===== src/icache_cfg_pkg.sv =====
// Instruction cache configuration package
// Fixed cache geometry (capacity, line size, ways, sets)
// Derived address field widths and burst sizing
// Index, tag, line and way-select types

package icache_cfg_pkg;

  // --------------------------------------------------------------------------
  // Base geometry
  // --------------------------------------------------------------------------
  localparam int XLEN        = 32;                             // Word and address width
  localparam int CACHE_BYTES = 1024;                           // Total capacity
  localparam int BLOCK_BYTES = 16;                             // One cache line
  localparam int WAYS        = 2;                              // Associativity
  localparam int SETS        = CACHE_BYTES / BLOCK_BYTES / WAYS;

  // --------------------------------------------------------------------------
  // Address split: | tag | index | word | byte |
  // --------------------------------------------------------------------------
  localparam int WORD_OFFS_BITS = $clog2(XLEN / 8);            // Byte within word
  localparam int BLK_OFFS_BITS  = $clog2(BLOCK_BYTES);         // Byte within line
  localparam int IDX_BITS       = $clog2(SETS);
  localparam int TAG_BITS       = XLEN - IDX_BITS - BLK_OFFS_BITS;

  // Line refill as single-word bus transfers
  localparam int BURST_LEN  = BLOCK_BYTES / (XLEN / 8);
  localparam int BURST_BITS = $clog2(BURST_LEN);

  // Victim selection generator
  localparam int LFSR_BITS = 7;

  typedef logic [IDX_BITS-1:0]        idx_t;
  typedef logic [TAG_BITS-1:0]        tag_t;
  typedef logic [BLOCK_BYTES*8-1:0]   line_t;                  // Word 0 in the low bits
  typedef logic [WAYS-1:0]            way_sel_t;               // One-hot

endpackage

===== src/icache_bus_pkg.sv =====
// Instruction cache bus package
// CPU fetch request and response structs
// Wishbone classic master and slave side structs
// Front-end and bus controller state encodings

package icache_bus_pkg;

  typedef struct packed {
    logic                             valid;
    logic [icache_cfg_pkg::XLEN-1:0]  adr;       // Physical fetch address
  } fetch_req_t;

  typedef struct packed {
    logic                             valid;     // One pulse per fetch
    logic                             error;     // Bus error on refill
    logic [icache_cfg_pkg::XLEN-1:0]  pc;
    logic [icache_cfg_pkg::XLEN-1:0]  word;
  } fetch_rsp_t;

  // Wishbone classic, master to slave
  typedef struct packed {
    logic                               cyc;
    logic                               stb;
    logic                               we;
    logic [icache_cfg_pkg::XLEN/8-1:0]  sel;
    logic [icache_cfg_pkg::XLEN-1:0]    adr;
  } wb_m2s_t;

  // Wishbone classic, slave to master
  typedef struct packed {
    logic                             ack;
    logic                             err;
    logic [icache_cfg_pkg::XLEN-1:0]  dat;
  } wb_s2m_t;

  typedef enum logic [1:0] {ARMED, WAIT_FILL, FLUSHING} hit_state_e;
  typedef enum logic       {IDLE, BURST}                biu_state_e;

endpackage


===== src/icache_hit.sv =====
// Hit stage and front-end state machine
// Hit/miss decision and word select from the line
// Miss handling with line refill request and stall
// Response register, pending invalidate and flush sequencing

`timescale 1ns/1ps

module icache_hit
  import icache_cfg_pkg::*;
  import icache_bus_pkg::*;
(
  input  logic            clk_i,
  input  logic            rst_ni,
  input  fetch_req_t      req_i,          // Held request from setup
  input  logic            hit_i,
  input  line_t           line_i,
  input  logic            cache_flush_i,  // Invalidate request pulse
  output logic            stall_o,
  output tag_t            tag_o,          // Compare and fill tag
  output idx_t            idx_o,          // Fill set
  output logic            invalidate_o,
  output logic            fill_req_o,
  output logic [XLEN-1:0] fill_adr_o,     // Line base
  input  logic            fill_done_i,
  input  logic            fill_err_i,
  input  line_t           fill_line_i,
  output fetch_rsp_t      rsp_o
);

  hit_state_e             state_q, state_d;
  logic                   flush_pend_q;
  logic [XLEN-1:0]        miss_adr_q;     // Address of the fetch being refilled
  logic [BURST_BITS-1:0]  req_word, miss_word;
  logic                   hit_take, fill_take;

  logic                   rsp_valid_q;
  logic                   rsp_err_q;
  logic [XLEN-1:0]        rsp_pc_q;
  logic [XLEN-1:0]        rsp_word_q;

  assign req_word  = req_i.adr[BLK_OFFS_BITS-1:WORD_OFFS_BITS];
  assign miss_word = miss_adr_q[BLK_OFFS_BITS-1:WORD_OFFS_BITS];

  assign hit_take  = (state_q == ARMED) && req_i.valid && hit_i;
  assign fill_take = (state_q == WAIT_FILL) && fill_done_i;

  // --------------------------------------------------------------------------
  // Front-end FSM
  // --------------------------------------------------------------------------
  always_comb begin
    state_d    = state_q;
    fill_req_o = 1'b0;
    case (state_q)
      ARMED: begin
        if (req_i.valid) begin
          if (!hit_i) begin
            fill_req_o = 1'b1;                 // Miss starts a line fetch
            state_d    = WAIT_FILL;
          end
        end else if (flush_pend_q) begin
          state_d = FLUSHING;                  // Idle front end may invalidate
        end
      end
      WAIT_FILL: if (fill_done_i) state_d = ARMED;
      FLUSHING:  state_d = ARMED;              // Single cycle
      default:   state_d = ARMED;
    endcase
  end

  always_ff @(posedge clk_i or negedge rst_ni) begin
    if (!rst_ni) begin
      state_q      <= ARMED;
      flush_pend_q <= 1'b0;
      rsp_valid_q  <= 1'b0;
    end else begin
      state_q      <= state_d;
      flush_pend_q <= cache_flush_i | (flush_pend_q & (state_q != FLUSHING));
      rsp_valid_q  <= hit_take | fill_take;
    end
  end

  // Miss address and response payload
  always_ff @(posedge clk_i) begin
    if (fill_req_o) begin
      miss_adr_q <= req_i.adr;
    end
    if (hit_take) begin
      rsp_err_q  <= 1'b0;
      rsp_pc_q   <= req_i.adr;
      rsp_word_q <= line_i[req_word*XLEN +: XLEN];
    end else if (fill_take) begin
      rsp_err_q  <= fill_err_i;                // Word is don't care on error
      rsp_pc_q   <= miss_adr_q;
      rsp_word_q <= fill_line_i[miss_word*XLEN +: XLEN];
    end
  end

  // --------------------------------------------------------------------------
  // Outputs
  // --------------------------------------------------------------------------
  assign stall_o      = (state_q != ARMED);
  assign invalidate_o = (state_q == FLUSHING);

  // Refill owns the tag while waiting for the line
  assign tag_o = (state_q == WAIT_FILL) ? miss_adr_q[XLEN-1 -: TAG_BITS]
                                        : req_i.adr[XLEN-1 -: TAG_BITS];
  assign idx_o = miss_adr_q[BLK_OFFS_BITS +: IDX_BITS];

  assign fill_adr_o = {req_i.adr[XLEN-1:BLK_OFFS_BITS], {BLK_OFFS_BITS{1'b0}}};

  assign rsp_o.valid = rsp_valid_q;
  assign rsp_o.error = rsp_err_q;
  assign rsp_o.pc    = rsp_pc_q;
  assign rsp_o.word  = rsp_word_q;

  // Refill starts only from ARMED
  a_fill_from_armed : assert property (@(posedge clk_i) disable iff (!rst_ni)
    fill_req_o |-> (state_q == ARMED));

endmodule


===== config.mk =====
export PLATFORM = sky130hd
export DESIGN_NAME = icache_hit
export DESIGN_NICKNAME = d
export VERILOG_FILES = /design/src/icache_cfg_pkg.sv /design/src/icache_bus_pkg.sv /design/src/icache_hit.sv
export SDC_FILE = /design/constraint.sdc
export NUM_CORES = 1
export LEC_CHECK = 0
export ABC_AREA = 1
export BUFFER_PORTS_ARGS = -buffer_cell sky130_fd_sc_hd__clkbuf_2
export CAP_MARGIN = 10
export CORE_AREA = 2 2 163 165
export DETAILED_ROUTE_END_ITERATION = 7
export DIE_AREA = 0 0 165 167
export PLACE_DENSITY = 0.6
export REMOVE_ABC_BUFFERS = 1
export SYNTH_ARGS = -nofsm -noshare
export SYNTH_HDL_FRONTEND = slang
export SYNTH_SLANG_ARGS = --single-unit

===== constraint.sdc =====
create_clock -name clk_i -period 3.9 [get_ports clk_i]
set_clock_uncertainty 0.1 [all_clocks]
set_input_delay 0 -clock clk_i [delete_from_list [all_inputs] [get_ports clk_i]]
set_output_delay 0 -clock clk_i [all_outputs]
set_load 0.05 [all_outputs]

==> run summary <==
Adding up every negative setup slack in the final design gives 0 ns. The detail route stage leaves a number of antenna-violating nets equal to 0. On the critical path, the stage with the largest delay is an instance of inv_2. The congestion estimate from routability-driven global placement came to 0.855. The count of clock tree sinks is 101.

Setup violations remaining at the end of the flow were counted as 0. For the pin with the worst max-slew slack, the measured transition is 1.18 ns. The residual overflow from global routing is 0. The root buffer cell chosen for the clock tree is clkbuf_16. The worst setup path is launched from a flop. The flow ran to the end, and the final reports show no timing, DRC or antenna violations. The cell count after synthesis is 1010.

The share of the cycle needed by the critical path after routing is 90.5%. The final antenna diode count is 0. The clock reaches the later pin of the worst-skew pair after 0.35 ns. Summing all placed instances gives a cell area of 0.00901 mm^2. The number of global-route vias before repair came out at 7874. The post-route total power came out at 4090 uW. Setup repair after global routing left no endpoint under its margin.

The maximum number of pins on one net before global-route repair came out at 66. The critical path's top delay family is buffers and inverters. After clock tree synthesis, the clock-pin slew on the worst setup and hold paths is 0.08 ns. In this design, the stage delay of the slowest critical-path cell is 0.77 ns. Counting the fill cells in the layout gives 2660. The iteration count of the initial detailed-routing pass came out at 5. The minimum clock period came out at 3.53 ns. The number of placed I/O pins came out at 424. The largest fanout on the critical path is 64. Including well taps, the total number of placed cells is 1679. The worst relative slew slack is 21.5%. In this run the number of H-tree levels came out at 3. The number of resized instances in the post-cts repair step is 0. The final route contains 8025 vias.

The global-route total usage across every layer came out at 18.3%. The die is 165 um wide. The starting density of the core came out at 27.2%. The worst ir drop on vdd is 0.217 mV. Counting both buffers and inverters, the worst setup path holds a total of 4. The library cells used most frequently in the layout, excluding fill and tap cells, are clkbuf_2, nand2_1, inv_1, nand3_1, dlygate4sd3_1. The combined flip-flop and latch cell area came out at 0.00300 mm^2.

The row count is 59. The yosys synthesis warning count came out at 0. The first routing iteration left 457 violations. Dividing the detail-routed wire length by the instance count gives 14.1 um. The area enclosed by the die boundary came out at 0.0276 mm^2.

After detailed routing, the number of remaining DRC violations is 0. The final standard cell area without fillers came out at 0.0107 mm^2. The count of final hold-check violations came out at 0. The most common library cell in the layout ignoring fill and taps is clkbuf_2.

The synthesized flop and latch total is 101. The initial antenna violation count is 0. After detailed routing, the total wire length is 25800 um. The die span in y came out at 167 um. The setup path with the least slack is of type flop to flop. The worst setup path is captured at a flop. The longest clock path from root to sink contains 2 buffers. The per-instance average area after synthesis is 6.95 um^2. Walking the worst path, the cells encountered are inv_2 > nand2_1 > nand3_1 > dlygate4sd3_1 > nand3_1 > dlygate4sd3_1 > nand2_1 > dlygate4sd3_1. The path category of the worst min-delay check is input port to flop. The total power density per cell area came out at 384 mW/mm^2. Dividing the detail-routed via count by the number of cells gives 4.38. The area of the core came out at 0.0258 mm^2. The total of buffers placed on input and output ports came out at 419. The proportion of synthesized chip area in sequential cells came out at 42.8%. The number of buffers inserted during clock tree synthesis came out at 9. The static leakage is 0.00580 uW. The HPWL after detailed placement is 17700 um.

The synthesized cell area came out at 0.00702 mm^2. Based on the critical path, the design can be clocked at up to 283 MHz. The first global-routing pass estimated 39600 um of wire. The total number of nets in the final design is 1786. The cell type with the highest occurrence count on the critical path is dlygate4sd3_1. The number of different library cells in the post-synthesis netlist came out at 21.

Data on the critical path is required at its endpoint by 4.02 ns. The max-cap check violation count came out at 0. The synthesis-to-layout area growth came out at 51.9%. The final-report max-slew violation count came to 0. After the flow finishes, the layout carries non-filler instances totaling 1831.

The share of final-layout standard cells stronger than drive strength 1 is 31.5%. The critical path arrival came out at 3.65 ns. The total area of multi-input combinational cells is 0.00280 mm^2. TritonCTS built the clock tree.

The share of the core filled with cells came out at 41.4%. The setup fix buffers added after clock tree synthesis came out at 0.
-- cells by family (layout without fill, tap and decap cells) --
logic type,Yosys count,in the layout,share of synthesized area [%]
other cells,1,4,0.0534
simple gates,596,596,35.3
compound gates,51,51,4.21
buf+inv,261,744,17.6
flops,101,101,42.8
-- state kept, by name (all words and copies together) (netlist names) --
signal and cells:
state_q 2, rsp_word_q 32, rsp_valid_q 1, miss_adr_q 32, rsp_pc_q 32, flush_pend_q 1
rsp_err_q 1
-- report_power, final --
group          total (uW)  internal, uW  switching, uW
clock                 897           447            450
sequential           1430          1380           46.5
combinational        1770           541           1230
-- per-layer routing --
metal / GRT usage, % / share of wire [%] / wire length (um) / up-vias
met1: 21.1 / 40 / 10200 / 3557
met3: 2.57 / 5.9 / 1520 / 68
met2: 33.0 / 51 / 13100 / 346
met4: 8.70 / 3.8 / 969 / 0
li1: - / - / - / 4054
met5: 0 / 0 / 0 / -
-- cells in the mapped netlist --
master    instances  area share [%]
o21ai_2          10             1.2
nand2_2          10            0.89
nor2_4            1            0.16
conb_1            1           0.053
nand3_1         160              11
o21ai_0          27             1.9
buf_2            32             2.3
o21ai_1          13            0.93
buf_4            42             4.5
o21bai_1          1            0.11
clkbuf_1         16            0.86
inv_2             2            0.11
nor3_1            1           0.071
nor2_1            6            0.32
nand3_2           1            0.14
dfrtp_1           4             1.4
dfxtp_1           1            0.29
buf_6             8             1.3
inv_1           161             8.6
nand2_1         417              22
edfxtp_1         96              41
-- worst paths after layout --
| kind | to | depth (start not counted) | from | slack (ns) |
|---|---|---|---|---|
| min reg2reg | rsp_pc_q[0]$_DFFE_PP_ | 2 | miss_adr_q[0]$_DFFE_PP_ | 0.42 |
| min in group asynchronous | rsp_valid_q$_DFF_PN0_ | 3 | rst_ni | 0.46 |
| max reg2reg | rsp_word_q[2]$_DFFE_PP_ | 8 | miss_adr_q[2]$_DFFE_PP_ | 0.37 |
| max | rsp_word_q[2]$_DFFE_PP_ | 8 | miss_adr_q[2]$_DFFE_PP_ | 0.37 |
| max in group asynchronous | state_q[1]$_DFFE_PN0P_ | 3 | rst_ni | 3.07 |
| min | rsp_word_q[17]$_DFFE_PP_ | 7 | line_i[49] | 0.01 |
-- worst reg2reg max path, cell delays in order, from the launching register on --
cell and delay, ns:
edfxtp_1 0.40, inv_2 0.77, nand2_1 0.21, nand3_1 0.12
dlygate4sd3_1 0.56, nand3_1 0.07, dlygate4sd3_1 0.57, nand2_1 0.06
dlygate4sd3_1 0.54
-- what timing repair did --
action | CTS | global route
hold buffers | 136 | 0
endpoints found under the setup margin | 0 | 0
hold endpoints to repair | 97 | 0
-- stage by stage --
stage / hold WS, ns / setup WS, ns
final: 0.0140 / 0.370
after CTS: 0.000709 / 0.362
after global routing: 0.0401 / 0.101
after global placement: -0.284 / 1.30
after floorplan: -0.396 / 0.680
after detailed placement: -0.285 / 1.18
-- cell type report --
class | instances | area share (%)
timing repair buffer | 565 | 33.2
sequential | 101 | 28.2
multi-input combinational | 651 | 26.3
inverter | 163 | 5.75
tap | 335 | 3.93
clock buffer | 10 | 2.15
clock inverter | 6 | 0.517
(Power assumes the default switching activity.)
