`src/icache_cfg_pkg.sv`:
```
// Instruction cache configuration package
// Fixed cache geometry (capacity, line size, ways, sets)
// Derived address field widths and burst sizing
// Index, tag, line and way-select types

package icache_cfg_pkg;

  // --------------------------------------------------------------------------
  // Base geometry
  // --------------------------------------------------------------------------
  localparam int XLEN        = 32;                             // Word and address width
  localparam int CACHE_BYTES = 1024;                           // Total capacity
  localparam int BLOCK_BYTES = 16;                             // One cache line
  localparam int WAYS        = 2;                              // Associativity
  localparam int SETS        = CACHE_BYTES / BLOCK_BYTES / WAYS;

  // --------------------------------------------------------------------------
  // Address split: | tag | index | word | byte |
  // --------------------------------------------------------------------------
  localparam int WORD_OFFS_BITS = $clog2(XLEN / 8);            // Byte within word
  localparam int BLK_OFFS_BITS  = $clog2(BLOCK_BYTES);         // Byte within line
  localparam int IDX_BITS       = $clog2(SETS);
  localparam int TAG_BITS       = XLEN - IDX_BITS - BLK_OFFS_BITS;

  // Line refill as single-word bus transfers
  localparam int BURST_LEN  = BLOCK_BYTES / (XLEN / 8);
  localparam int BURST_BITS = $clog2(BURST_LEN);

  // Victim selection generator
  localparam int LFSR_BITS = 7;

  typedef logic [IDX_BITS-1:0]        idx_t;
  typedef logic [TAG_BITS-1:0]        tag_t;
  typedef logic [BLOCK_BYTES*8-1:0]   line_t;                  // Word 0 in the low bits
  typedef logic [WAYS-1:0]            way_sel_t;               // One-hot

endpackage
```
`src/icache_bus_pkg.sv`:
```
// Instruction cache bus package
// CPU fetch request and response structs
// Wishbone classic master and slave side structs
// Front-end and bus controller state encodings

package icache_bus_pkg;

  typedef struct packed {
    logic                             valid;
    logic [icache_cfg_pkg::XLEN-1:0]  adr;       // Physical fetch address
  } fetch_req_t;

  typedef struct packed {
    logic                             valid;     // One pulse per fetch
    logic                             error;     // Bus error on refill
    logic [icache_cfg_pkg::XLEN-1:0]  pc;
    logic [icache_cfg_pkg::XLEN-1:0]  word;
  } fetch_rsp_t;

  // Wishbone classic, master to slave
  typedef struct packed {
    logic                               cyc;
    logic                               stb;
    logic                               we;
    logic [icache_cfg_pkg::XLEN/8-1:0]  sel;
    logic [icache_cfg_pkg::XLEN-1:0]    adr;
  } wb_m2s_t;

  // Wishbone classic, slave to master
  typedef struct packed {
    logic                             ack;
    logic                             err;
    logic [icache_cfg_pkg::XLEN-1:0]  dat;
  } wb_s2m_t;

  typedef enum logic [1:0] {ARMED, WAIT_FILL, FLUSHING} hit_state_e;
  typedef enum logic       {IDLE, BURST}                biu_state_e;

endpackage

```
`src/icache_biu_ctrl.sv`:
```
// Wishbone classic line fetch controller
// Four single-word reads from the line base address
// Beat counter and line assembly buffer
// Abort on bus error and fill-done pulse with error flag

`timescale 1ns/1ps

module icache_biu_ctrl
  import icache_cfg_pkg::*;
  import icache_bus_pkg::*;
(
  input  logic            clk_i,
  input  logic            rst_ni,
  input  logic            fill_req_i,
  input  logic [XLEN-1:0] fill_adr_i,    // Line base
  output logic            fill_done_o,   // One cycle after last completion
  output logic            fill_err_o,
  output line_t           fill_line_o,
  output wb_m2s_t         wb_o,
  input  wb_s2m_t         wb_i
);

  biu_state_e                      state_q;
  logic [BURST_BITS-1:0]           beat_q;
  logic [XLEN-BLK_OFFS_BITS-1:0]   line_adr_q;
  line_t                           line_q;
  logic                            done_q, err_q;
  logic                            last_beat;

  assign last_beat = (beat_q == BURST_BITS'(BURST_LEN - 1));

  // --------------------------------------------------------------------------
  // Burst FSM
  // --------------------------------------------------------------------------
  always_ff @(posedge clk_i or negedge rst_ni) begin
    if (!rst_ni) begin
      state_q <= IDLE;
      beat_q  <= '0;
      done_q  <= 1'b0;
      err_q   <= 1'b0;
    end else begin
      done_q <= 1'b0;                          // Pulse
      case (state_q)
        IDLE: if (fill_req_i) begin
          state_q <= BURST;
          beat_q  <= '0;
          err_q   <= 1'b0;
        end
        BURST: if (wb_i.err) begin
          state_q <= IDLE;                     // Abort drops the rest of the line
          done_q  <= 1'b1;
          err_q   <= 1'b1;
        end else if (wb_i.ack) begin
          beat_q <= beat_q + 1'b1;
          if (last_beat) begin
            state_q <= IDLE;
            done_q  <= 1'b1;
          end
        end
        default: state_q <= IDLE;
      endcase
    end
  end

  // Line address and assembled data
  always_ff @(posedge clk_i) begin
    if (state_q == IDLE && fill_req_i) begin
      line_adr_q <= fill_adr_i[XLEN-1:BLK_OFFS_BITS];
    end
    if (state_q == BURST && wb_i.ack && !wb_i.err) begin
      line_q[beat_q*XLEN +: XLEN] <= wb_i.dat;  // Slot by beat
    end
  end

  // --------------------------------------------------------------------------
  // Bus side
  // --------------------------------------------------------------------------
  assign wb_o.cyc = (state_q == BURST);
  assign wb_o.stb = (state_q == BURST);
  assign wb_o.we  = 1'b0;                      // Read only
  assign wb_o.sel = '1;
  assign wb_o.adr = {line_adr_q, beat_q, {WORD_OFFS_BITS{1'b0}}};

  assign fill_done_o = done_q;
  assign fill_err_o  = err_q;
  assign fill_line_o = line_q;

  a_stb_in_cyc : assert property (@(posedge clk_i) disable iff (!rst_ni)
    wb_o.stb |-> wb_o.cyc);

endmodule

```
`config.mk`:
```
export PLATFORM = sky130hd
export DESIGN_NAME = icache_biu_ctrl
export DESIGN_NICKNAME = d
export VERILOG_FILES = /design/src/icache_cfg_pkg.sv /design/src/icache_bus_pkg.sv /design/src/icache_biu_ctrl.sv
export SDC_FILE = /design/constraint.sdc
export NUM_CORES = 1
export LEC_CHECK = 0
export BUFFER_PORTS_ARGS = -buffer_cell sky130_fd_sc_hd__clkbuf_2
export CAP_MARGIN = 25
export CORE_MARGIN = 4
export CORE_UTILIZATION = 35
export DETAILED_ROUTE_END_ITERATION = 16
export GPL_ROUTABILITY_DRIVEN = 0
export SYNTH_ARGS = -nofsm -noshare
export SYNTH_HDL_FRONTEND = slang
export SYNTH_SLANG_ARGS = --single-unit
```
`constraint.sdc`:
```
create_clock -name clk_i -period 6.7 [get_ports clk_i]
set_input_delay 2.01 -clock clk_i [delete_from_list [all_inputs] [get_ports clk_i]]
set_output_delay 2.01 -clock clk_i [all_outputs]
set_load 0.02 [all_outputs]
```
==> metrics.txt, run 1 <==
status=finished, final reports clean; Min Clock Period, post-route=3.264 ns; average size of a mapped cell=17.29 µm²; H-tree depth=4; Comb pwr share=0.117; Via density=approximately 4.3; CP Launch Type=flop; die height=between 100 and 150 µm; register area share after synthesis=0.8040; Root Buffer=clkbuf_16; number of fill cells in the layout=1479; iteration-0 DRC count of the detailed router=around 190; post-CTS setup buffer count=0; Pleak=between 3 and 4 nW; Num Clock Sinks=around 160; synthesis warning total=0; Vias=between 3000 and 4000; commonest cells after routing, fill and taps aside=clkbuf_2, edfxtp_1, and2_1; Unique masters post-synth=26; TritonCTS clock tree=built; Layout Skew=approximately 0.0096 ns; die area=around 0.019 mm²; initial antenna violation count=1; switch share=0.2320; via count of the first global-routing pass=between 3000 and 4000; Metal-1 WL=5755 µm; Peak Freq=just over 300 MHz; Pint=about 1.9 mW; Die W=138.7 µm; core area=about 0.017 mm²; Largest delay share family, worst path=flip-flops; Total Wirelength=~14000 µm; Flop pwr share=0.473; HPWL Detailed=9986 µm; Total Neg Setup Slack=0 ns; Remaining DRCs=0; WL per Instance=between 15 and 20 µm; #FFs+latches synth=approximately 160; Detail Route met3 WL=approximately 880 µm; Max IR drop VDD=about 0.17 mV; max layer used=met5; final setup fails=0; Least-Margin Pin Slew=around 0.92 ns; diode count=0; met2 WL=roughly 7000 µm; Register Area=0.004810 mm²; fraction of layout cells with a size suffix above 1=0.4519; I/O pin count=238; input/output buffers=226; final worst-path cycle share=0.4872; RSZ-0062 raised after global routing=no; max-cap viol count=0; gr ovfl total=0; Syn Inst Count=approximately 350; Power Total=between 2 and 2.5 mW; crit path max-delay cell type=dfrtp_1; Final Hold Fails=0; CTS max path bufs=2; Req. time, crit path=~4.7 ns; Syn-to-layout area delta=33.26%; commonest non-fill, non-tap cell in the layout=clkbuf_2; CTS clk-pin slew, worst paths=0.06 ns; total global-route track usage=0.1475; Slew headroom=0.3837; pin count of the biggest net entering global routing=33; # hold bufs at CTS=0; Critical Path Max Stage Delay=0.59 ns; buffers and inverters on the worst path=1; first-pass GRT wire length=between 20000 and 25000 µm; post_cts resized=0; count of pins over their slew limit=0; # nets final=654; pwr/cell area=~310 mW/mm²; CTS Buf Count=17; post-route antenna net violation count=0; CP cell instances=clkbuf_2; crit end category=output port; hold crit path type=flop to flop; synthesized area=around 0.0060 mm²; FP Rows=between 40 and 50; Crit Path Class=flop to output port; CP arrival=~1.3 ns; Psw=about 0.58 mW; Initial Util=0.3594; worst skew pair latency=slightly above 0.4 ns; Crit Path Max Fanout=9; Clock Power Share=0.409; drt first pass iters=4; Multi-input gate area=0.001081 mm²
worst paths after layout:
kind / cells after the start / end / start / slack, ns
worst max-delay path: 1 / wb_o[2] / beat_q[0] / 3.44
worst min-delay path: 2 / fill_err_o / fill_err_o / 0.53
worst max register to register: 5 / fill_line_o[60] / beat_q[0] / 4.15
worst min register to register: 2 / fill_err_o / fill_err_o / 0.53
max in group asynchronous: 1 / beat_q[1] / rst_ni / 5.16
min in group asynchronous: 1 / beat_q[0] / rst_ni / 1.40
logic make-up (layout without fill, tap and decap cells):
group	count (synthesis)	after routing	share of synthesized area
AND/OR/NAND/NOR	150	150	0.1573
buffers and inverters	22	264	0.02071
AO/OA/AOI/OAI	6	6	0.006274
adder cells (fa/ha/maj)	5	5	0.01046
other	2	7	0.001255
flip-flops	161	161	0.8040
cell type report:
type / count / share of cell area
Clock buffer: 24 / 0.05917
Clock inverter: 8 / 0.01931
Inverter: 3 / 0.001413
Multi-Input combinational cell: 168 / 0.1356
Sequential cell: 161 / 0.6034
Tap cell: 220 / 0.03453
Timing Repair Buffer: 229 / 0.1466
stage by stage:
stage | hold WS, ns | instance area (µm²) | worst slack [ns] | instances | utilization
after global placement | 0.5185 | 7316 | 3.063 | 779 | 0.4396
final | 0.5326 | 7971 | 3.436 | 813 | 0.4790
after global routing | 0.5727 | 7971 | 3.357 | 813 | 0.4790
after floorplan | 0.5366 | 6001 | 2.895 | 351 | -
after CTS | 0.5348 | 7971 | 3.396 | 813 | 0.4790
after detailed placement | 0.5180 | 7346 | 3.013 | 781 | 0.4414
synth_stat cells:
cell        n  share of area
nor3_1      1        0.00084
buf_4       9          0.011
and3b_1     1         0.0015
a21oi_1     1        0.00084
nand2b_4    2         0.0046
nand2_2     1         0.0010
and2_1    119           0.12
o31ai_1     1         0.0013
nand2_1     5         0.0031
nor2_1     12         0.0075
nand2b_1    1         0.0010
dfrtp_1     5          0.021
nor2b_1     2         0.0021
clkbuf_2    6         0.0050
a21o_1      2         0.0025
inv_1       3         0.0019
nor3_2      1         0.0017
ha_1        5          0.010
and4_1      1         0.0015
clkbuf_1    4         0.0025
conb_1      2         0.0013
edfxtp_1  156           0.78
nor4b_1     1         0.0015
o21ai_0     2         0.0017
nor2_4      2         0.0038
nor3_4      1         0.0027
power groups by stage:
stage / combinational [mW] / sequential, mW / clock [mW]
CTS: 0.298 / 1.18 / 1.04
finish: 0.292 / 1.18 / 1.02
global placement: 0.280 / 1.20 / 0
detailed placement: 0.298 / 1.20 / 0
global route: 0.321 / 1.18 / 1.09
floorplan: 0.146 / 1.24 / 0
worst reg2reg max path: cells and delay by family (launching register included):
family / cells / cell delay, ns
adders and majority gates: 1 / 0.54
buffers and inverters: 1 / 0.20
DFF: 1 / 0.59
and+or+nand+nor: 3 / 1.08
state kept, by name, summed over array words and instances, names as in the netlist:
register,count
fill_line_o,128
line_adr_q,28
fill_done_o,1
fill_err_o,1
beat_q,2
state_q,1
routing by layer:
metal | vias to the layer above | track usage
met5 | - | 0
met1 | 1698 | 0.1795
li1 | 1674 | -
met2 | 131 | 0.2390
met3 | 25 | 0.04931
met4 | 2 | 0.06797
Note: power is estimated with default switching activity, not from simulation.
==> run 2, diff against run 1 <==
--- a/config.mk
+++ b/config.mk
@@ -5,6 +5,7 @@
 export SDC_FILE = /design/constraint.sdc
 export NUM_CORES = 1
 export LEC_CHECK = 0
+export ABC_AREA = 1
 export BUFFER_PORTS_ARGS = -buffer_cell sky130_fd_sc_hd__clkbuf_2
 export CAP_MARGIN = 25
 export CORE_MARGIN = 4
==> constraint.sdc (replaced) <==
create_clock -name clk_i -period 3.01 [get_ports clk_i]
set_input_delay 0.903 -clock clk_i [delete_from_list [all_inputs] [get_ports clk_i]]
set_output_delay 0.903 -clock clk_i [all_outputs]
set_load 0.02 [all_outputs]
==> metrics.txt, run 2 <==
Vias=4147; total global-route track usage=0.1716; commonest cells after routing, fill and taps aside=clkbuf_2, edfxtp_1, nor2_1; Crit Path Class=flop to flop; Largest register FFs=128; switch share=0.3210; register area share after synthesis=0.8013; R2R setup slack=0.79 ns; CTS Buf Count=17; Die W=between 100 and 150 µm; Synth area leaders=edfxtp_1, nor2_1, nand2_1; #FFs+latches synth=about 160; crit end category=flop; Crit Path Max Fanout=20; core area=0.01670 mm²; input/output buffers=~230; Syn-to-layout area delta=33.94%; # hold bufs at CTS=0; worst slack, placed=~0.75 ns; max-cap viol count=0; Critical Path Max Stage Delay=0.64 ns; ys async rst share=0.03106; post-synth top area share=0.7805; Initial Util=0.3594; Comb pwr share=0.228; average size of a mapped cell=around 14 µm²; Max IR drop VDD=about 0.53 mV; die height=139.0 µm; number of fill cells in the layout=1530; synthesized area=~0.006 mm²; drt first pass iters=5; first-pass GRT wire length=between 20000 and 30000 µm; H-tree depth=4; Total Wirelength=around 17000 µm; pwr/cell area=801.5 mW/mm²; hold crit path type=primary input to asynchronous set/reset pin; crit path max-delay cell type=dfrtp_2; CTS clk-pin slew, worst paths=around 0.060 ns; Unique masters post-synth=17; Placed Cells=about 860; Final Hold Fails=0; post_cts resized=0; fraction of layout cells with a size suffix above 1=0.4296; final core occ=0.4813; HPWL Detailed=11880 µm; CP arrival=~2.4 ns; count of pins over their slew limit=0; Layout Skew=0.009505 ns; via count of the first global-routing pass=4280; WL per Instance=about 19 µm; initial antenna violation count=0; CTS max path bufs=2; # nets final=roughly 740; r2r worst-path depth=7; Pint=4.375 mW; Slew headroom=0.4458; Least-Margin Pin Slew=0.8284 ns; post-CTS setup buffer count=0; Remaining DRCs=0; Min Clock Period, post-route=~2.2 ns; commonest non-fill, non-tap cell in the layout=clkbuf_2; CP Launch Type=flop; Via density=about 4.6; final worst-path cycle share=0.7361; Crit Reg-Reg Startpoint=beat_q[0]; RSZ-0062 raised after global routing=no; worst skew pair latency=about 0.41 ns; Clock Power Share=0.344; Flop pwr share=0.428; Pleak=about 3.3 nW; Syn Inst Count=between 400 and 500; Final Non-Filler Cells=just under 900; Req. time, crit path=3.18 ns; die area=just under 0.02 mm²; reg2reg end=fill_line_o[48]; Crit path top cell by count=inv_2; iteration-0 DRC count of the detailed router=between 200 and 300; Final WS setup=slightly below 0.8 ns; Psw=2.068 mW; CP cell instances=inv_2, ha_1, inv_2, nor2_2, inv_1, buf_12, nor2_1; TritonCTS clock tree=built; Peak Freq=around 450 MHz; FP Rows=47; Root Buffer=clkbuf_16; post-route antenna net violation count=0; final setup fails=0; Total Neg Setup Slack=0 ns; most common cell in the synthesized netlist=edfxtp_1; commonest cells in the netlist=edfxtp_1, nor2_1, nand2_1; synthesis warning total=0; gr ovfl total=0; diode count=0; pin count of the biggest net entering global routing=34; I/O pin count=between 200 and 250; Main synth FF type=edfxtp_1; status=finished, final reports clean; Yosys top cell by area=edfxtp_1; Num Clock Sinks=161; Post-synth EDFFs=roughly 160
## run 2: power groups by stage
| stage | Combinational, mW | Clock (mW) | Sequential, mW |
|---|---|---|---|
| floorplan | 0.764 | 0 | 2.94 |
| global placement | 1.47 | 0 | 2.80 |
| detailed placement | 1.49 | 0 | 2.81 |
| CTS | 1.50 | 2.26 | 2.76 |
| global route | 1.61 | 2.36 | 2.77 |
| finish | 1.47 | 2.22 | 2.76 |
## run 2: per-stage QoR
stage	power (mW)	hold slack (ns)	instance area [µm²]
after floorplan	3.703	0.5801	6021
after global placement	4.267	0.4652	7436
after detailed placement	4.296	0.4753	7436
after CTS	6.516	0.2822	8039
after global routing	6.740	0.2790	8039
final	6.443	0.3007	8039
## run 2: layer usage
layer | track usage | up-vias | part of all wire
li1 | - | 1935 | -
met1 | 0.1988 | 1965 | 0.38
met2 | 0.2928 | 235 | 0.49
met3 | 0.08034 | 12 | 0.12
met4 | 0.03759 | 0 | 0.0084
met5 | 0 | - | 0
## run 2: critical path, delay by kind of cell, from the launching register on
family / cells / cell delay [ns]
adder cells (fa/ha/maj): 1 / 0.34
AND/OR/NAND/NOR: 2 / 0.11
buffers and inverters: 4 / 0.88
flip-flops: 1 / 0.64
## run 2: worst max-delay path by stage
stage	from	to	slack, ns	cells after the start
floorplan	beat_q[0]	fill_line_o[0]	0.03	6
global placement	wb_i[32]	fill_line_o[57]	0.77	5
global route	beat_q[0]	fill_line_o[77]	0.64	6
finish	beat_q[0]	fill_line_o[48]	0.79	7
CTS	beat_q[0]	fill_line_o[35]	0.76	7
detailed placement	wb_i[32]	fill_line_o[57]	0.75	5
## run 2: area by class of cell
type / count / area [µm²] / area share
multi-input combinational: 231 / 1027 / 0.1278
timing repair buffer: 241 / 1281 / 0.1594
clock buffer: 18 / 429.2 / 0.05339
tap: 220 / 275.3 / 0.03424
sequential: 161 / 4811 / 0.5984
clock inverter: 13 / 173.9 / 0.02163
inverter: 11 / 41.29 / 0.005136
## run 2: cells by family after synthesis
kind of cell,share of synthesized area
buf+inv,0.03606
other cells,0.001251
fa+ha+maj,0.01042
flops,0.8013
simple gates,0.1509
