===== src/icache_cfg_pkg.sv =====
// Instruction cache configuration package
// Fixed cache geometry (capacity, line size, ways, sets)
// Derived address field widths and burst sizing
// Index, tag, line and way-select types

package icache_cfg_pkg;

  // --------------------------------------------------------------------------
  // Base geometry
  // --------------------------------------------------------------------------
  localparam int XLEN        = 32;                             // Word and address width
  localparam int CACHE_BYTES = 1024;                           // Total capacity
  localparam int BLOCK_BYTES = 16;                             // One cache line
  localparam int WAYS        = 2;                              // Associativity
  localparam int SETS        = CACHE_BYTES / BLOCK_BYTES / WAYS;

  // --------------------------------------------------------------------------
  // Address split: | tag | index | word | byte |
  // --------------------------------------------------------------------------
  localparam int WORD_OFFS_BITS = $clog2(XLEN / 8);            // Byte within word
  localparam int BLK_OFFS_BITS  = $clog2(BLOCK_BYTES);         // Byte within line
  localparam int IDX_BITS       = $clog2(SETS);
  localparam int TAG_BITS       = XLEN - IDX_BITS - BLK_OFFS_BITS;

  // Line refill as single-word bus transfers
  localparam int BURST_LEN  = BLOCK_BYTES / (XLEN / 8);
  localparam int BURST_BITS = $clog2(BURST_LEN);

  // Victim selection generator
  localparam int LFSR_BITS = 7;

  typedef logic [IDX_BITS-1:0]        idx_t;
  typedef logic [TAG_BITS-1:0]        tag_t;
  typedef logic [BLOCK_BYTES*8-1:0]   line_t;                  // Word 0 in the low bits
  typedef logic [WAYS-1:0]            way_sel_t;               // One-hot

endpackage

===== src/icache_bus_pkg.sv =====
// Instruction cache bus package
// CPU fetch request and response structs
// Wishbone classic master and slave side structs
// Front-end and bus controller state encodings

package icache_bus_pkg;

  typedef struct packed {
    logic                             valid;
    logic [icache_cfg_pkg::XLEN-1:0]  adr;       // Physical fetch address
  } fetch_req_t;

  typedef struct packed {
    logic                             valid;     // One pulse per fetch
    logic                             error;     // Bus error on refill
    logic [icache_cfg_pkg::XLEN-1:0]  pc;
    logic [icache_cfg_pkg::XLEN-1:0]  word;
  } fetch_rsp_t;

  // Wishbone classic, master to slave
  typedef struct packed {
    logic                               cyc;
    logic                               stb;
    logic                               we;
    logic [icache_cfg_pkg::XLEN/8-1:0]  sel;
    logic [icache_cfg_pkg::XLEN-1:0]    adr;
  } wb_m2s_t;

  // Wishbone classic, slave to master
  typedef struct packed {
    logic                             ack;
    logic                             err;
    logic [icache_cfg_pkg::XLEN-1:0]  dat;
  } wb_s2m_t;

  typedef enum logic [1:0] {ARMED, WAIT_FILL, FLUSHING} hit_state_e;
  typedef enum logic       {IDLE, BURST}                biu_state_e;

endpackage


===== src/icache_setup.sv =====
// Address setup stage
// Request register, held while the front end stalls
// Read index for the tag, valid and data arrays

`timescale 1ns/1ps

module icache_setup
  import icache_cfg_pkg::*;
  import icache_bus_pkg::*;
(
  input  logic       clk_i,
  input  logic       rst_ni,
  input  fetch_req_t req_i,      // From CPU
  input  logic       stall_i,
  output fetch_req_t req_o,      // Held request, to hit stage
  output idx_t       rd_idx_o    // To memory
);

  logic             req_valid_q;
  logic [XLEN-1:0]  req_adr_q;

  // Valid bit, cleared by reset
  always_ff @(posedge clk_i or negedge rst_ni) begin
    if (!rst_ni) begin
      req_valid_q <= 1'b0;
    end else if (!stall_i) begin
      req_valid_q <= req_i.valid;
    end
  end

  // Fetch address
  always_ff @(posedge clk_i) begin
    if (!stall_i && req_i.valid) begin
      req_adr_q <= req_i.adr;
    end
  end

  assign req_o.valid = req_valid_q;
  assign req_o.adr   = req_adr_q;

  // Re-read the held set while stalled, picks up a completed fill
  assign rd_idx_o = stall_i ? req_adr_q[BLK_OFFS_BITS +: IDX_BITS]
                            : req_i.adr[BLK_OFFS_BITS +: IDX_BITS];

  // Held request must not move under a stall
  a_hold_on_stall : assert property (@(posedge clk_i) disable iff (!rst_ni)
    stall_i |=> $stable(req_o.valid) && (!req_o.valid || $stable(req_o.adr)));

endmodule


===== config.mk =====
export PLATFORM = sky130hd
export DESIGN_NAME = icache_setup
export DESIGN_NICKNAME = d
export VERILOG_FILES = /design/src/icache_cfg_pkg.sv /design/src/icache_bus_pkg.sv /design/src/icache_setup.sv
export SDC_FILE = /design/constraint.sdc
export NUM_CORES = 1
export LEC_CHECK = 0
export BUFFER_PORTS_ARGS = -buffer_cell sky130_fd_sc_hd__buf_2
export CAP_MARGIN = 20
export CORE_ASPECT_RATIO = 1.2
export CORE_MARGIN = 2
export CORE_UTILIZATION = 43
export CTS_CLUSTER_SIZE = 8
export DETAILED_ROUTE_END_ITERATION = 10
export PLACE_DENSITY = 0.82
export SLEW_MARGIN = 10
export SYNTH_ARGS = -nofsm -noshare
export SYNTH_HDL_FRONTEND = slang
export SYNTH_SLANG_ARGS = --single-unit

===== constraint.sdc =====
create_clock -name clk_i -period 1.6 [get_ports clk_i]
set_clock_uncertainty 0.05 [all_clocks]
set_input_delay 0.24 -clock clk_i [delete_from_list [all_inputs] [get_ports clk_i]]
set_output_delay 0.24 -clock clk_i [all_outputs]
set_load 0.005 [all_outputs]

==> results of run 1 <==
-- state kept, by name (all words and copies together), names as in the netlist --
register	cells
req_valid_q	1
req_adr_q	32
-- placed cells by master (no fill, tap or decap), drive strengths merged --
cell	count
clkinv	1
buf	74
clkbuf	6
dfrtp	1
mux2	6
edfxtp	32
dlygate4sd3	1
and2b	1
-- worst max-delay path by stage --
| stage | endpoint | slack (ns) | depth (start not counted) |
|---|---|---|---|
| floorplan | req_adr_q[0] | 0.26 | 2 |
| global placement | req_adr_q[29] | 0.38 | 3 |
| detailed placement | req_adr_q[31] | 0.36 | 3 |
| CTS | rd_idx_o[1] | 0.19 | 2 |
| global route | rd_idx_o[0] | 0.15 | 2 |
| finish | rd_idx_o[4] | 0.21 | 2 |
-- stage by stage --
stage                     util, %  instance area (um2)  hold WS, ns
after global routing         63.2                 1570      0.00872
after detailed placement     61.0                 1510      -0.0332
after global placement       61.0                 1510      -0.0338
after floorplan                 -                 1100       -0.106
after CTS                    63.2                 1570       0.0200
final                        63.2                 1570       0.0399
-- report_power, final --
| part | internal (mW) | leakage (nW) | switching (mW) |
|---|---|---|---|
| logic | 0.0983 | 0.354 | 0.0685 |
| registers | 1.01 | 0.312 | 0.0151 |
| clock network | 0.159 | 0.0258 | 0.232 |
-- cell type report --
class / instances / area share (%)
repair buffers: 75 / 25.2
clock buffers: 6 / 2.64
clock inverters: 1 / 0.240
multi-input cells: 7 / 6.31
well taps: 33 / 2.64
flip-flops and latches: 33 / 62.9
-- synthesized netlist by cell type --
cell type	instances	area [um2]
sky130_fd_sc_hd__dfrtp_1	1	25.0
sky130_fd_sc_hd__buf_4	1	7.51
sky130_fd_sc_hd__mux2_4	6	90.1
sky130_fd_sc_hd__and2b_2	1	8.76
sky130_fd_sc_hd__edfxtp_1	32	961
sky130_fd_sc_hd__buf_6	1	11.3
-- layer usage --
layer	global-route usage, %	wire, um	vias up
met5	0	0	-
met4	8.33	46	0
met3	8.84	240	6
met2	24.4	1060	46
met1	15.0	701	310
li1	-	-	324
-- cells by family after synthesis --
group / share of synthesized area, %
and+or+nand+nor: 0.794
DFF: 89.3
buffers and inverters: 1.70
muxes: 8.16
==> run summary, run 1 <==
==================================================================================
Count of buffers inserted at the top-level ports                                73
Final Net Count                                                                158
Final RePlAce weighted congestion                                            0.618
Cell count after synthesis                                                      42
Htree depth                                                                      2
Initial cell density of the core                                             44.5%
Num CTS Buffers                                                                  5
Critical Path Source                                                  req_adr_q[8]
Remaining global-route overflow                                                  0
Number of failing hold endpoints at the final stage                              0
First-pass GRT wire length                                                 3010 um
Post-CTS setup buffer count                                                      0
Area of the die                                                        0.00299 mm2
Delay of the slowest critical-path stage                                   0.39 ns
Number of global-route vias before repair                                      653
Worst ir drop on vdd                                                        620 uV
Worst setup margin                                                        0.214 ns
R2R Path End                                                           req_valid_q
Number of unique standard cell types used by synthesis                           6
Final routed wirelength across all metal layers                            2040 um
Slew HR                                                                      86.4%
Count of hold-fix buffers inserted at cts                                        1
Startpoint type of the worst setup path                                   register
Buf/Inv on CP                                                                    1
Final worst path period need                                               1.39 ns
Worst-path clk slew                                                        0.09 ns
Maximum operating frequency                                                722 MHz
Data arrival time at the worst-slack endpoint                              1.10 ns
Post-synthesis cell area                                               0.00110 mm2
Cell-by-cell listing of the critical path                             mux2_4 > buf_2
Setup-failing EPs final                                                          0
Critical Setup Path Class                                                  reg2out
Share of synthesized area occupied by flip-flops and latches                 89.3%
Overall routing resource usage                                               15.0%
Die H                                                                      59.5 um
Number of placed cells counting well taps                                      147
Die Span X                                                                 50.2 um
Number of buffers on the longest clock path                                      2
Remaining antenna violation count after routing                                  0
DRC violation count after routing                                                0
Number of storage elements in the synthesis netlist                             33
Max_cap viols                                                                    0
Ratio of cells with drive above 1 in the final layout                        70.5%
Hold crit path type                                                         in2reg
Post-synthesis area per instance                                          26.3 um2
Kind of cell adding the most delay to the critical path                 flip-flops
Starting DRC count in detailed routing                                           4
Leakage power summed over all cells                                       0.692 nW
Hold path cells                                                                  1
Antenna violations before repair                                                 0
Highest-delay cell along the critical path                            sky130_fd_sc_hd__edfxtp_1
Type of element capturing the critical path                           primary output
Launch instance of the worst min-delay path                              req_i[18]
Worst Tran Pin Value                                                      0.204 ns
Core area                                                              0.00248 mm2
Setup total negative slack                                                    0 ns
Crit Reg-Reg Startpoint                                                req_valid_q
Slew Viols, Final                                                                0
First drt pass iteration count                                                   3
Top Ports                                                                       74
Critical Path RT                                                           1.31 ns
FF/Latch Area                                                              986 um2
CTS root buffer                                                       sky130_fd_sc_hd__clkbuf_4
Total via count after detailed routing                                         686
Number of inserted filler cells in the final layout                            197
Clk Latency, worst-skew pair                                               0.31 ns
Count of standard-cell rows                                                     20
Synthesized Nets                                                                78
Via count normalized by instance count                                        4.43
Final standard cell count with taps included and fillers excluded              155
Combined area of the multi-input logic cells                              98.8 um2
Count of synthesis-stage warnings from yosys                                     0
Total power of the final layout                                            1.58 mW
Part of the cycle the worst path needs                                       86.6%
Maximum number of pins on one net before global-route repair                    33
Worst reg-to-reg setup slack                                               0.79 ns
Worst hold path endpoint                                              req_adr_q[18]
Post-DR wirelength/cell                                                    13.2 um
CP Max Fanout                                                                    2
Resized cells post-CTS                                                           0
Path depth of the worst reg2reg path                                             1
Number of diodes added for antenna fixing                                        0
Post-Place Setup Slack                                                    0.362 ns
CTS tree                                                                     built
RSZ-0062 raised after global routing                                         false
CTS sink cnt                                                                    33
Signed area change from the synthesized netlist to the final layout          41.9%
Power per cell area                                                    1010 mW/mm2
Status                                                                finished, final reports clean
==================================================================================
No activity file was read; power rests on OpenSTA's default activity.
==> inputs of run 2 (changes only) <==
--- a/config.mk
+++ b/config.mk
@@ -13,6 +13,7 @@
 export CTS_CLUSTER_SIZE = 8
 export DETAILED_ROUTE_END_ITERATION = 10
 export PLACE_DENSITY = 0.82
+export REMOVE_ABC_BUFFERS = 1
 export SLEW_MARGIN = 10
 export SYNTH_ARGS = -nofsm -noshare
 export SYNTH_HDL_FRONTEND = slang
==> run 2 against run 1 <==
  * Total power increased by 1.1%
  * Count of clock-buffer cells in the layout decreased by 1
  * Setup slack got worse by 0.012 ns
  * Critical path depth unchanged
  * Sequential cell count unchanged
  * Worst hold slack got worse by 0.0046 ns
  * Combinational power about the same
  * Cell count increased by 1.3%
  * Critical endpoint is now rd_idx_o[2]
==> run summary, run 2 (synthesized netlist as in run 1, its figures left out) <==
==================================================================================
Status                                                                finished, final reports clean   unchanged
Slew HR                                                                      86.1%   was 86.4%
Worst setup path endpoint                                              rd_idx_o[2]   was rd_idx_o[4]
Total via count after detailed routing                                         667   was 686
Maximum operating frequency                                                716 MHz   was 722 MHz
Final Net Count                                                                159   was 158
Top Ports                                                                       74   unchanged
Final routed wirelength across all metal layers                            1930 um   was 2040 um
Remaining antenna violation count after routing                                  0   unchanged
R2R Path End                                                           req_valid_q   unchanged
Post-place instance area                                               0.00152 mm2   was 0.00151 mm2
Worst-path clk slew                                                        0.09 ns   about the same
CTS root buffer                                                       sky130_fd_sc_hd__clkbuf_4   unchanged
Overall routing resource usage                                               13.8%   was 15.0%
Num CTS Buffers                                                                  5   unchanged
Data arrival time at the worst-slack endpoint                              1.11 ns   was 1.10 ns
Final RePlAce weighted congestion                                            0.610   was 0.618
Post-Layout Inst Area                                                  0.00158 mm2   was 0.00157 mm2
CP Max Fanout                                                                    2   unchanged
Path depth of the worst reg2reg path                                             1   unchanged
Biggest regs                                                          req_adr_q (32), req_valid_q (1)   unchanged
Crit Reg-Reg Startpoint                                                req_valid_q   unchanged
Number of global-route vias before repair                                      645   was 653
Highest-delay cell along the critical path                            sky130_fd_sc_hd__edfxtp_1   unchanged
Maximum number of pins on one net before global-route repair                    25   was 33
Max_cap viols                                                                    0   unchanged
Total power of the final layout                                            1.60 mW   was 1.58 mW
Worst reg-to-reg setup slack                                               0.80 ns   was 0.79 ns
Hold crit path type                                                         in2reg   unchanged
Starting DRC count in detailed routing                                           8   was 4
Top library cells by usage in the layout, fill and taps aside         sky130_fd_sc_hd__buf_2 (73), sky130_fd_sc_hd__edfxtp_1 (32), sky130_fd_sc_hd__mux2_4 (6), sky130_fd_sc_hd__clkbuf_4 (5), sky130_fd_sc_hd__clkinv_1 (2)   was sky130_fd_sc_hd__buf_2 (73), sky130_fd_sc_hd__edfxtp_1 (32), sky130_fd_sc_hd__mux2_4 (6), sky130_fd_sc_hd__clkbuf_4 (5)
Setup-failing EPs final                                                          0   unchanged
Die H                                                                      59.5 um   unchanged
Critical Path Source                                                  req_adr_q[6]   was req_adr_q[8]
Power per cell area                                                    1010 mW/mm2   about the same
Combined area of the multi-input logic cells                              98.8 um2   unchanged
Core area                                                              0.00248 mm2   unchanged
Initial cell density of the core                                             44.5%   unchanged
Post-DR wirelength/cell                                                    12.3 um   was 13.2 um
Signed area change from the synthesized netlist to the final layout          43.1%   was 41.9%
Worst ir drop on vdd                                                        656 uV   was 620 uV
Number of diodes added for antenna fixing                                        0   unchanged
Number of inserted filler cells in the final layout                            191   was 197
Count of standard-cell rows                                                     20   unchanged
Via count normalized by instance count                                        4.25   was 4.43
RSZ-0062 raised after global routing                                         false   unchanged
Critical Path RT                                                           1.31 ns   about the same
DP HPWL                                                                    1520 um
Area of the die                                                        0.00299 mm2   unchanged
FF/Latch Area                                                              986 um2   unchanged
Setup total negative slack                                                    0 ns   unchanged
Largest register FFs                                                            32   unchanged
Delay of the slowest critical-path stage                                   0.40 ns   was 0.39 ns
First-pass GRT wire length                                                 2840 um   was 3010 um
Remaining global-route overflow                                                  0   unchanged
Antenna violations before repair                                                 0   unchanged
Type of element capturing the critical path                           primary output   unchanged
Count of buffers inserted at the top-level ports                                73   unchanged
DRC violation count after routing                                                0   unchanged
Startpoint type of the worst setup path                                   register   unchanged
CTS sink cnt                                                                    33   unchanged
Commonest non-fill, non-tap cell in the layout                        sky130_fd_sc_hd__buf_2   unchanged
Ratio of cells with drive above 1 in the final layout                        71.0%   was 70.5%
Worst setup margin                                                        0.202 ns   was 0.214 ns
Part of the cycle the worst path needs                                       87.4%   was 86.6%
Final worst path period need                                               1.40 ns   was 1.39 ns
Clk Latency, worst-skew pair                                               0.31 ns   about the same
Number of buffers on the longest clock path                                      2   unchanged
Leakage power summed over all cells                                       0.702 nW   was 0.692 nW
CTS tree                                                                     built   unchanged
Cell-by-cell listing of the critical path                             mux2_4 > buf_2   unchanged
Hold slack                                                               0.0353 ns   was 0.0399 ns
Worst Tran Pin Value                                                      0.208 ns   was 0.204 ns
Post-Place Setup Slack                                                    0.381 ns   was 0.362 ns
Number of failing hold endpoints at the final stage                              0   unchanged
Largest register by flop count                                           req_adr_q   unchanged
Slew Viols, Final                                                                0   unchanged
Critical Setup Path Class                                                  reg2out   unchanged
Htree depth                                                                      2   unchanged
First drt pass iteration count                                                   3   unchanged
Die Span X                                                                 50.2 um   unchanged
==================================================================================
-- run 2: changes by cell type in the layout (fill, tap and decap cells not counted), sizes merged --
cell | previous run | this run
clkinv | 1 | 3
clkbuf | 6 | 5
buf | 74 | 75
-- run 2: layout make-up --
cell class              count  area share (%)
clock buffers               5            2.38
clock inverters             3           0.792
multi-input cells           7            6.26
flip-flops and latches     33            62.4
well taps                  33            2.61
repair buffers             76            25.5
-- run 2: worst min path at each step --
| stage | from | end | slack (ns) | cells past startpoint |
|---|---|---|---|---|
| final | req_i[2] | req_adr_q[2] | 0.04 | 1 |
| after floorplan | rst_ni | req_valid_q | -0.11 | 0 |
| after global routing | req_i[14] | req_adr_q[14] | 0.01 | 1 |
| after global placement | rst_ni | req_valid_q | -0.03 | 1 |
| after detailed placement | rst_ni | req_valid_q | -0.03 | 1 |
| after CTS | req_i[2] | req_adr_q[2] | 0.02 | 1 |
-- run 2: worst max-delay path: cells and delay by family (launching register included) --
family | cells | cell delay (ns)
buffers and inverters | 1 | 0.13
flip-flops | 1 | 0.40
multiplexers | 1 | 0.26
-- run 2: routing by layer --
layer  global-route usage, %  vias up  share of wire, %
met2                    22.9       39                53
met4                    8.33        0               2.0
li1                        -      325                 -
met5                       0        -                 0
met3                    6.06        6               8.9
met1                    14.4      297                36
-- run 2: metrics by stage --
stage | utilization, % | instances
floorplan | - | 40
global placement | 61.3 | 148
detailed placement | 61.3 | 148
CTS | 63.7 | 157
global route | 63.7 | 157
finish | 63.7 | 157
-- run 2: where the power goes --
| part | switching (mW) | leakage (nW) | internal, mW | total, mW |
|---|---|---|---|---|
| clock | 0.249 | 0.0300 | 0.158 | 0.407 |
| combinational | 0.0680 | 0.360 | 0.0999 | 0.168 |
| sequential | 0.0154 | 0.312 | 1.01 | 1.03 |
-- run 2: repair_timing --
item | CTS | global route
hold buffers | 1 | 0
endpoints found under the setup margin | 0 | 0
buffers inserted | 0 | 0
hold endpoints to repair | 1 | 0
gates resized for setup | 0 | 0
